--- src/core_consts.svh ---
`ifndef CORE_CONSTS_SVH
`define CORE_CONSTS_SVH

// datapath and register file
`define CORE_DATA_W         32
`define CORE_REG_AW         5
`define CORE_NUM_REGS       32

// buffering and flow control
`define CORE_INTAKE_DEPTH   4
`define CORE_OUT_CREDITS    4
`define CORE_COMMIT_DEPTH   4

// major opcodes
`define CORE_OP_RTYPE       6'h00
`define CORE_OP_ADDIU       6'h09
`define CORE_OP_ORI         6'h0d
`define CORE_OP_LUI         6'h0f

// function codes, R-format only
`define CORE_FN_ADDU        6'h21
`define CORE_FN_SUBU        6'h23
`define CORE_FN_AND         6'h24
`define CORE_FN_OR          6'h25
`define CORE_FN_XOR         6'h26
`define CORE_FN_SLT         6'h2a

`endif

--- src/core_pkg.sv ---
`include "core_consts.svh"

package core_pkg;

    //////////////////////////////////////////////////
    // instruction word, two decode views
    //////////////////////////////////////////////////

    typedef struct packed {
        logic [5:0]               opcode;
        logic [`CORE_REG_AW-1:0]  rs;
        logic [`CORE_REG_AW-1:0]  rt;
        logic [`CORE_REG_AW-1:0]  rd;
        logic [4:0]               shamt;
        logic [5:0]               funct;
    } r_fmt_t;

    typedef struct packed {
        logic [5:0]               opcode;
        logic [`CORE_REG_AW-1:0]  rs;
        logic [`CORE_REG_AW-1:0]  rt;
        logic [15:0]              imm;
    } i_fmt_t;

    typedef union packed {
        r_fmt_t r_fmt;
        i_fmt_t i_fmt;
    } instr_word_u;

    //////////////////////////////////////////////////
    // records between blocks
    //////////////////////////////////////////////////

    // register file write, also the forward source
    typedef struct packed {
        logic                     wen;
        logic [`CORE_REG_AW-1:0]  addr;
        logic [`CORE_DATA_W-1:0]  data;
    } reg_write_t;

    // one committed instruction
    typedef struct packed {
        logic                     illegal;
        logic                     wen;
        logic [`CORE_REG_AW-1:0]  wnum;
        logic [`CORE_DATA_W-1:0]  wdata;
    } commit_rec_t;

endpackage

--- src/alu_core_top.sv ---
`timescale 1ns/1ps
`include "core_consts.svh"

module alu_core_top (
    input  logic                  clk,
    input  logic                  resetn,
    input  logic                  in_valid_i,
    input  core_pkg::instr_word_u in_word_i,
    output logic                  in_credit_o,
    output logic                  out_valid_o,
    output core_pkg::commit_rec_t out_rec_o,
    input  logic                  out_credit_i
);
    import core_pkg::*;

    logic         word_valid;
    instr_word_u  word;
    logic         word_take;
    logic         rec_valid;
    commit_rec_t  rec;
    logic         commit_room;

    instr_intake #(.DEPTH(`CORE_INTAKE_DEPTH)) u_intake (
        .clk          (clk),
        .resetn       (resetn),
        .in_valid_i   (in_valid_i),
        .in_word_i    (in_word_i),
        .in_credit_o  (in_credit_o),
        .word_valid_o (word_valid),
        .word_o       (word),
        .word_take_i  (word_take)
    );

    exec_pipe u_exec (
        .clk           (clk),
        .resetn        (resetn),
        .word_valid_i  (word_valid),
        .word_i        (word),
        .word_take_o   (word_take),
        .commit_room_i (commit_room),
        .rec_valid_o   (rec_valid),
        .rec_o         (rec)
    );

    commit_port #(
        .DEPTH   (`CORE_COMMIT_DEPTH),
        .CREDITS (`CORE_OUT_CREDITS)
    ) u_commit (
        .clk           (clk),
        .resetn        (resetn),
        .rec_valid_i   (rec_valid),
        .rec_i         (rec),
        .commit_room_o (commit_room),
        .out_valid_o   (out_valid_o),
        .out_rec_o     (out_rec_o),
        .out_credit_i  (out_credit_i)
    );

endmodule

--- src/commit_port.sv ---
`timescale 1ns/1ps
`include "core_consts.svh"

module commit_port #(
    parameter int DEPTH   = `CORE_COMMIT_DEPTH,
    parameter int CREDITS = `CORE_OUT_CREDITS
) (
    input  logic                  clk,
    input  logic                  resetn,
    input  logic                  rec_valid_i,
    input  core_pkg::commit_rec_t rec_i,
    output logic                  commit_room_o,
    output logic                  out_valid_o,
    output core_pkg::commit_rec_t out_rec_o,
    input  logic                  out_credit_i
);
    import core_pkg::*;

    localparam int PW  = (DEPTH > 1) ? $clog2(DEPTH) : 1;
    localparam int CW  = $clog2(DEPTH + 1);
    localparam int CRW = $clog2(CREDITS + 1) + 1;

    commit_rec_t     rec_mem [DEPTH];
    logic [PW-1:0]   wr_ptr;
    logic [PW-1:0]   rd_ptr;
    logic [CW-1:0]   count;
    logic [CRW-1:0]  credit_cnt;
    logic            pop;

    assign commit_room_o = (count != CW'(DEPTH));
    // head goes out only with a credit in hand
    assign out_valid_o   = (count != '0) && (credit_cnt != '0);
    assign out_rec_o     = rec_mem[rd_ptr];
    assign pop           = out_valid_o;

    always_ff @(posedge clk) begin
        if (!resetn) begin
            wr_ptr     <= '0;
            rd_ptr     <= '0;
            count      <= '0;
            credit_cnt <= CRW'(CREDITS);
        end else begin
            if (rec_valid_i) begin
                wr_ptr <= (wr_ptr == PW'(DEPTH - 1)) ? '0 : wr_ptr + 1'b1;
            end
            if (pop) begin
                rd_ptr <= (rd_ptr == PW'(DEPTH - 1)) ? '0 : rd_ptr + 1'b1;
            end
            if (rec_valid_i && !pop) begin
                count <= count + 1'b1;
            end else if (pop && !rec_valid_i) begin
                count <= count - 1'b1;
            end
            // spend on emit, regain on receiver return
            if (pop && !out_credit_i) begin
                credit_cnt <= credit_cnt - 1'b1;
            end else if (out_credit_i && !pop) begin
                credit_cnt <= credit_cnt + 1'b1;
            end
        end
    end

    always_ff @(posedge clk) begin
        if (rec_valid_i) begin
            rec_mem[wr_ptr] <= rec_i;
        end
    end

    a_credit_bound: assert property (
        @(posedge clk) disable iff (!resetn) credit_cnt <= CRW'(CREDITS)
    ) else $error("commit_port: receiver returned more credits than granted");

    a_no_push_full: assert property (
        @(posedge clk) disable iff (!resetn) rec_valid_i |-> commit_room_o
    ) else $error("commit_port: record pushed into a full queue");

endmodule

--- src/exec_pipe.sv ---
`timescale 1ns/1ps
`include "core_consts.svh"

module exec_pipe (
    input  logic                  clk,
    input  logic                  resetn,
    input  logic                  word_valid_i,
    input  core_pkg::instr_word_u word_i,
    output logic                  word_take_o,
    input  logic                  commit_room_i,
    output logic                  rec_valid_o,
    output core_pkg::commit_rec_t rec_o
);
    import core_pkg::*;

    // read stage
    logic                     rd_valid;
    instr_word_u              rd_word;
    logic [`CORE_REG_AW-1:0]  rs_addr;
    logic [`CORE_REG_AW-1:0]  rt_addr;
    logic [`CORE_DATA_W-1:0]  rs_rf;
    logic [`CORE_DATA_W-1:0]  rt_rf;
    logic [`CORE_DATA_W-1:0]  rs_val;
    logic [`CORE_DATA_W-1:0]  rt_val;
    logic [`CORE_DATA_W-1:0]  op_b;
    logic                     legal;
    logic                     dec_wen;
    logic [`CORE_REG_AW-1:0]  dec_wnum;
    // execute stage
    logic                     ex_valid;
    instr_word_u              ex_word;
    logic [`CORE_DATA_W-1:0]  ex_a;
    logic [`CORE_DATA_W-1:0]  ex_b;
    logic                     ex_illegal;
    logic                     ex_wen;
    logic [`CORE_REG_AW-1:0]  ex_wnum;
    logic [`CORE_DATA_W-1:0]  alu_res;
    reg_write_t               ex_pend;
    reg_write_t               rf_wr;
    logic                     ex_adv;
    logic                     rd_adv;

    // execute only leaves when the commit queue has a slot
    assign ex_adv      = !ex_valid || commit_room_i;
    assign rd_adv      = !rd_valid || ex_adv;
    assign word_take_o = rd_adv;

    //////////////////////////////////////////////////
    // read stage, decode and operand fetch
    //////////////////////////////////////////////////

    assign rs_addr = rd_word.r_fmt.rs;
    assign rt_addr = rd_word.r_fmt.rt;

    reg_file u_reg_file (
        .clk       (clk),
        .resetn    (resetn),
        .rs_addr_i (rs_addr),
        .rt_addr_i (rt_addr),
        .rs_data_o (rs_rf),
        .rt_data_o (rt_rf),
        .wr_i      (rf_wr)
    );

    // forward from the pending execute result
    assign rs_val = (ex_pend.wen && ex_pend.addr == rs_addr && rs_addr != '0) ?
                    ex_pend.data : rs_rf;
    assign rt_val = (ex_pend.wen && ex_pend.addr == rt_addr && rt_addr != '0) ?
                    ex_pend.data : rt_rf;

    always_comb begin
        legal    = 1'b1;
        dec_wnum = rd_word.i_fmt.rt;
        op_b     = rt_val;
        case (rd_word.r_fmt.opcode)
            `CORE_OP_RTYPE: begin
                dec_wnum = rd_word.r_fmt.rd;
                case (rd_word.r_fmt.funct)
                    `CORE_FN_ADDU, `CORE_FN_SUBU, `CORE_FN_AND,
                    `CORE_FN_OR, `CORE_FN_XOR, `CORE_FN_SLT: legal = 1'b1;
                    default: legal = 1'b0;
                endcase
            end
            `CORE_OP_ADDIU: op_b = {{16{rd_word.i_fmt.imm[15]}}, rd_word.i_fmt.imm};
            `CORE_OP_ORI:   op_b = {16'b0, rd_word.i_fmt.imm};
            `CORE_OP_LUI:   op_b = {rd_word.i_fmt.imm, 16'b0};
            default:        legal = 1'b0;
        endcase
        dec_wen = legal && (dec_wnum != '0);
    end

    //////////////////////////////////////////////////
    // execute stage
    //////////////////////////////////////////////////

    always_comb begin
        alu_res = '0;
        case (ex_word.r_fmt.opcode)
            `CORE_OP_RTYPE: begin
                case (ex_word.r_fmt.funct)
                    `CORE_FN_ADDU: alu_res = ex_a + ex_b;
                    `CORE_FN_SUBU: alu_res = ex_a - ex_b;
                    `CORE_FN_AND:  alu_res = ex_a & ex_b;
                    `CORE_FN_OR:   alu_res = ex_a | ex_b;
                    `CORE_FN_XOR:  alu_res = ex_a ^ ex_b;
                    `CORE_FN_SLT:  alu_res = {31'b0, $signed(ex_a) < $signed(ex_b)};
                    default:       alu_res = '0;
                endcase
            end
            `CORE_OP_ADDIU: alu_res = ex_a + ex_b;
            `CORE_OP_ORI:   alu_res = ex_a | ex_b;
            `CORE_OP_LUI:   alu_res = ex_b;
            default:        alu_res = '0;
        endcase
    end

    assign ex_pend.wen  = ex_valid && ex_wen;
    assign ex_pend.addr = ex_wnum;
    assign ex_pend.data = alu_res;

    // write lands on the same edge as the commit push
    assign rf_wr.wen  = ex_pend.wen && commit_room_i;
    assign rf_wr.addr = ex_pend.addr;
    assign rf_wr.data = ex_pend.data;

    assign rec_valid_o   = ex_valid && commit_room_i;
    assign rec_o.illegal = ex_illegal;
    assign rec_o.wen     = ex_wen;
    assign rec_o.wnum    = ex_wnum;
    assign rec_o.wdata   = ex_wen ? alu_res : '0;

    always_ff @(posedge clk) begin
        if (!resetn) begin
            rd_valid <= 1'b0;
            ex_valid <= 1'b0;
        end else begin
            if (rd_adv) begin
                rd_valid <= word_valid_i;
            end
            if (ex_adv) begin
                ex_valid <= rd_valid;
            end
        end
    end

    always_ff @(posedge clk) begin
        if (rd_adv && word_valid_i) begin
            rd_word <= word_i;
        end
        if (ex_adv && rd_valid) begin
            ex_word    <= rd_word;
            ex_a       <= rs_val;
            ex_b       <= op_b;
            ex_illegal <= !legal;
            ex_wen     <= dec_wen;
            ex_wnum    <= dec_wnum;
        end
    end

endmodule

--- src/instr_intake.sv ---
`timescale 1ns/1ps
`include "core_consts.svh"

module instr_intake #(
    parameter int DEPTH = `CORE_INTAKE_DEPTH
) (
    input  logic                  clk,
    input  logic                  resetn,
    input  logic                  in_valid_i,
    input  core_pkg::instr_word_u in_word_i,
    output logic                  in_credit_o,
    output logic                  word_valid_o,
    output core_pkg::instr_word_u word_o,
    input  logic                  word_take_i
);
    import core_pkg::*;

    localparam int PW = (DEPTH > 1) ? $clog2(DEPTH) : 1;
    localparam int CW = $clog2(DEPTH + 1);

    instr_word_u     fifo_mem [DEPTH];
    logic [PW-1:0]   wr_ptr;
    logic [PW-1:0]   rd_ptr;
    logic [CW-1:0]   count;
    logic            fifo_full;
    logic            push;
    logic            pop;

    assign fifo_full    = (count == CW'(DEPTH));
    assign push         = in_valid_i && !fifo_full;
    assign word_valid_o = (count != '0);
    assign word_o       = fifo_mem[rd_ptr];
    assign pop          = word_valid_o && word_take_i;

    // one credit back per word handed to the pipe
    assign in_credit_o  = pop;

    always_ff @(posedge clk) begin
        if (!resetn) begin
            wr_ptr <= '0;
            rd_ptr <= '0;
            count  <= '0;
        end else begin
            if (push) begin
                wr_ptr <= (wr_ptr == PW'(DEPTH - 1)) ? '0 : wr_ptr + 1'b1;
            end
            if (pop) begin
                rd_ptr <= (rd_ptr == PW'(DEPTH - 1)) ? '0 : rd_ptr + 1'b1;
            end
            if (push && !pop) begin
                count <= count + 1'b1;
            end else if (pop && !push) begin
                count <= count - 1'b1;
            end
        end
    end

    always_ff @(posedge clk) begin
        if (push) begin
            fifo_mem[wr_ptr] <= in_word_i;
        end
    end

    // sender spent a credit it did not hold
    a_no_credit_overrun: assert property (
        @(posedge clk) disable iff (!resetn) in_valid_i |-> !fifo_full
    ) else $error("intake: word arrived while FIFO full");

endmodule

--- src/reg_file.sv ---
`timescale 1ns/1ps
`include "core_consts.svh"

module reg_file (
    input  logic                     clk,
    input  logic                     resetn,
    input  logic [`CORE_REG_AW-1:0]  rs_addr_i,
    input  logic [`CORE_REG_AW-1:0]  rt_addr_i,
    output logic [`CORE_DATA_W-1:0]  rs_data_o,
    output logic [`CORE_DATA_W-1:0]  rt_data_o,
    input  core_pkg::reg_write_t     wr_i
);

    logic [`CORE_DATA_W-1:0] regs [`CORE_NUM_REGS];

    always_ff @(posedge clk) begin
        if (!resetn) begin
            for (int i = 0; i < `CORE_NUM_REGS; i++) begin
                regs[i] <= '0;
            end
        end else if (wr_i.wen && wr_i.addr != '0) begin
            regs[wr_i.addr] <= wr_i.data;
        end
    end

    // r0 is hardwired, same-cycle write is passed through
    always_comb begin
        if (rs_addr_i == '0) begin
            rs_data_o = '0;
        end else if (wr_i.wen && wr_i.addr == rs_addr_i) begin
            rs_data_o = wr_i.data;
        end else begin
            rs_data_o = regs[rs_addr_i];
        end
        if (rt_addr_i == '0) begin
            rt_data_o = '0;
        end else if (wr_i.wen && wr_i.addr == rt_addr_i) begin
            rt_data_o = wr_i.data;
        end else begin
            rt_data_o = regs[rt_addr_i];
        end
    end

    // the pipe must drop r0 writes before they get here
    a_no_r0_write: assert property (
        @(posedge clk) disable iff (!resetn) wr_i.wen |-> wr_i.addr != '0
    ) else $error("reg_file: write enable for r0");

endmodule

--- config.mk ---
export PLATFORM = sky130hd
export DESIGN_NAME = alu_core_top
export DESIGN_NICKNAME = d
export VERILOG_FILES = /design/src/core_pkg.sv /design/src/alu_core_top.sv /design/src/commit_port.sv /design/src/exec_pipe.sv /design/src/instr_intake.sv /design/src/reg_file.sv
export VERILOG_INCLUDE_DIRS = /design/src /design/src/src
export SDC_FILE = /design/constraint.sdc
export NUM_CORES = 2
export LEC_CHECK = 0
export ABC_CLOCK_PERIOD_IN_PS = 8800
export BUFFER_PORTS_ARGS = -buffer_cell sky130_fd_sc_hd__buf_2
export CAP_MARGIN = 20
export CORE_UTILIZATION = 50
export DETAILED_ROUTE_END_ITERATION = 10
export HOLD_SLACK_MARGIN = 0.05
export PLACE_DENSITY = 0.65
export SLEW_MARGIN = 10
export SYNTH_ARGS = -nofsm -noshare
export SYNTH_HDL_FRONTEND = slang
export SYNTH_SLANG_ARGS = --single-unit
--- constraint.sdc ---
create_clock -name clk -period 8.8 [get_ports clk]
set_input_delay 1.76 -clock clk [delete_from_list [all_inputs] [get_ports clk]]
set_output_delay 1.76 -clock clk [all_outputs]
set_load 0.05 [all_outputs]
==> metrics.csv <==
metric,value,unit
status,finished clean,
placed wire-length estimate,159000,um
Placed Area,76600,um^2
Power Dens Cells,363,nW/um^2
Die Span Y,388,um
CTS Buf Count,155,
Final Setup Violations,0,
post-route cell area,81600,um^2
DR vias/cell,6.81,
Worst-Margin Slew,1280,ps
drt drc,0,
Top Ports,77,
total gr overflow,0,
Post-synth EDFFs,1423,
die area,150000,um^2
Tot GR Track Use,0.317,
Fillers,11700,
Post-CTS Hold Buffers,0,
Resized Gates After CTS,0,
ant diodes,0,
CTS sink cnt,1445,
"Arr. time, crit path",5710,ps
VDD IR max,0.458,mV
root buffer cell,clkbuf_16,
slew margin rel.,0.144,
Async SR Flop Fraction,0,
Sum Neg Setup Slack,0,ps
Hold Path Stages,0,
"top cells by area, synth","edfxtp_1, mux4_2, nor2_1, ha_1, clkbuf_1",
H-tree depth,4,
CP Class,flop to flop,
Yosys top cell by area,edfxtp_1,
Synth Area per Inst,14.9,um^2
Core Box Area,148000,um^2
Peak Freq,191,MHz
r2r worst-path depth,11,
Synthesis Warnings,0,
clock latency on the worst-skew pair,800,ps
unrepaired setup endpoints after global routing,no,
Starting Density,0.504,
synth unique cells,93,
First-pass DRT Iterations,6,
clock-pin slew on the worst setup and hold paths,60,ps
post-route minimum period,5230,ps
Worst setup EP type,flop,
wire per inst,34.3,um
layout cell share with drive strength beyond 1,0.256,
CTS tree,yes,
Initial DRC Count,6723,
Final Hold Viols,0,
Final period util,0.594,
sequential element share of the synthesized area,0.580,
antenna-violating nets left,0,
Port Buffer Count,76,
drt total wl,238000,um
"Setup Fix Bufs, Post-CTS",0,
Critical Path Start Type,flop,
number of nets in the layout,5056,
Yosys reg bits,1445,
Rows,141,
max-slew violations,0,
worst clock skew,30.0,ps
ys flop type,edfxtp_1,
crit-path max FO,33,
post-synthesis cell area,74500,um^2
vias in the first global route,45700,
gpl congestion,0.969,
largest net degree at the start of global routing,119,
leakage power,27.0,nW
Synth top area share,0.574,
initial antenna violation count,7,
Gate Count Post-Synth,5002,
die extent in x,388,um
worst path required time,9280,ps
Synth-to-Final Area Change,9.62,%
Hold WC Path Type,flop to flop,
DR vias,47400,
Max-cap violations,0,
first-pass GRT wire length,336000,um
Clock Path Buffers,3,
registers in the layout, summed over array words and instances (netlist names), 2 cells and up, named ones only:
signal                  flops
u_exec.ex_a                32
u_commit.count              3
u_intake.wr_ptr             2
u_commit.wr_ptr             2
u_exec.u_reg_file.regs   1024
u_exec.ex_wnum              5
u_commit.rd_ptr             2
u_exec.rd_word             32
u_intake.fifo_mem         128
u_commit.rec_mem          156
u_exec.ex_word             12
u_intake.rd_ptr             2
u_commit.credit_cnt         4
u_exec.ex_b                32
u_intake.count              3
Yosys cell counts (22+ instances only):
library cell and number:
edfxtp_1 1423, nor2_1 997, mux4_2 711, clkbuf_1 299, a21oi_1 214, nand2_1 161
ha_1 111, inv_1 107, buf_2 98, o21ai_0 86, nor2b_1 79, a211oi_1 72
mux2i_1 66, buf_1 49, o22ai_1 35, nor3_1 31, xnor2_1 30, nand3_1 25
o221ai_1 23, dfxtp_1 22
final cells by class:
cell class                      count  area [um^2]  share of cell area
Clock buffer                      189         4130              0.0507
Inverter                          108          407             0.00498
Tap cell                         1930         2410              0.0296
Timing Repair Buffer              194         1410              0.0173
Sequential cell                  1445        43200               0.529
Multi-Input combinational cell   3000        29200               0.358
Clock inverter                     86          823              0.0101
critical path, cell delays in order, from the launching register on:
cell and delay, ps:
edfxtp_1 850, buf_4 440, or4bb_1 200, o31ai_1 100, nand2_1 560, nor2_2 230, nor2_2 620, nor2_1 110
a211o_1 290, a222oi_1 730, buf_4 580, o221ai_1 200
cells by family after synthesis:
group / Yosys count / synth area share
adders and majority gates: 116 / 0.0200
muxes: 795 / 0.227
AOI/OAI and AO/OA: 610 / 0.0549
buffers and inverters: 588 / 0.0340
other: 1 / 0.0000504
and+or+nand+nor: 1399 / 0.0789
xor gates and xnor gates: 48 / 0.00565
DFF: 1445 / 0.580
routing by layer:
metal  share of wire  global-route usage  vias to the layer above
li1                -                   -                    19300
met1            0.35               0.398                    24300
met2            0.46               0.489                     3153
met3            0.10              0.0646                      651
met4           0.087               0.233                        6
met5         0.00021                   0                        -
per-stage QoR:
stage	total power, mW	std cells	utilization	setup WS, ps	hold slack (ps)
after floorplan	18.2	5033	-	1590	451
after global placement	22.8	6670	0.518	3210	468
after detailed placement	22.9	6672	0.518	3190	470
after CTS	29.3	6947	0.552	3760	487
after global routing	30.4	6952	0.552	3480	511
final	29.6	6952	0.552	3570	490
where the power goes:
| group | leakage [nW] | switching, mW | internal [mW] | total [mW] |
|---|---|---|---|---|
| Sequential | 14.4 | 0.497 | 8.38 | 8.88 |
| Combinational | 10.1 | 8.93 | 5.33 | 14.3 |
| Clock | 2.44 | 2.76 | 3.75 | 6.50 |
path summary, 6_finish.rpt:
path / slack (ps) / startpoint / to
worst max register to register: 3570 / u_exec.ex_word[0]$_DFFE_PP_ / u_exec.ex_b[10]$_DFFE_PP_
worst min-delay path: 490 / u_exec.rd_word[27]$_DFFE_PP_ / u_exec.ex_word[27]$_DFFE_PP_
worst min register to register: 490 / u_exec.rd_word[27]$_DFFE_PP_ / u_exec.ex_word[27]$_DFFE_PP_
worst max-delay path: 3570 / u_exec.ex_word[0]$_DFFE_PP_ / u_exec.ex_b[10]$_DFFE_PP_
cells in the final DEF (no fill, tap or decap), types with 26 or more instances in the layout:
| cell | count |
|---|---|
| edfxtp_1 | 1423 |
| nor2_1 | 995 |
| mux4_2 | 711 |
| a21oi_1 | 206 |
| clkbuf_16 | 161 |
| ha_1 | 111 |
| inv_1 | 106 |
| nand2_1 | 103 |
| buf_4 | 101 |
| o21ai_0 | 86 |
| nor2b_1 | 79 |
| buf_2 | 77 |
| a211oi_1 | 72 |
| mux2i_1 | 66 |
| nand2_2 | 58 |
| o22ai_1 | 35 |
| clkinv_2 | 32 |
| conb_1 | 32 |
| xnor2_1 | 30 |
| nor3_1 | 29 |
| clkbuf_1 | 28 |
| clkinv_1 | 26 |
No activity file was read; power rests on OpenSTA's default activity.
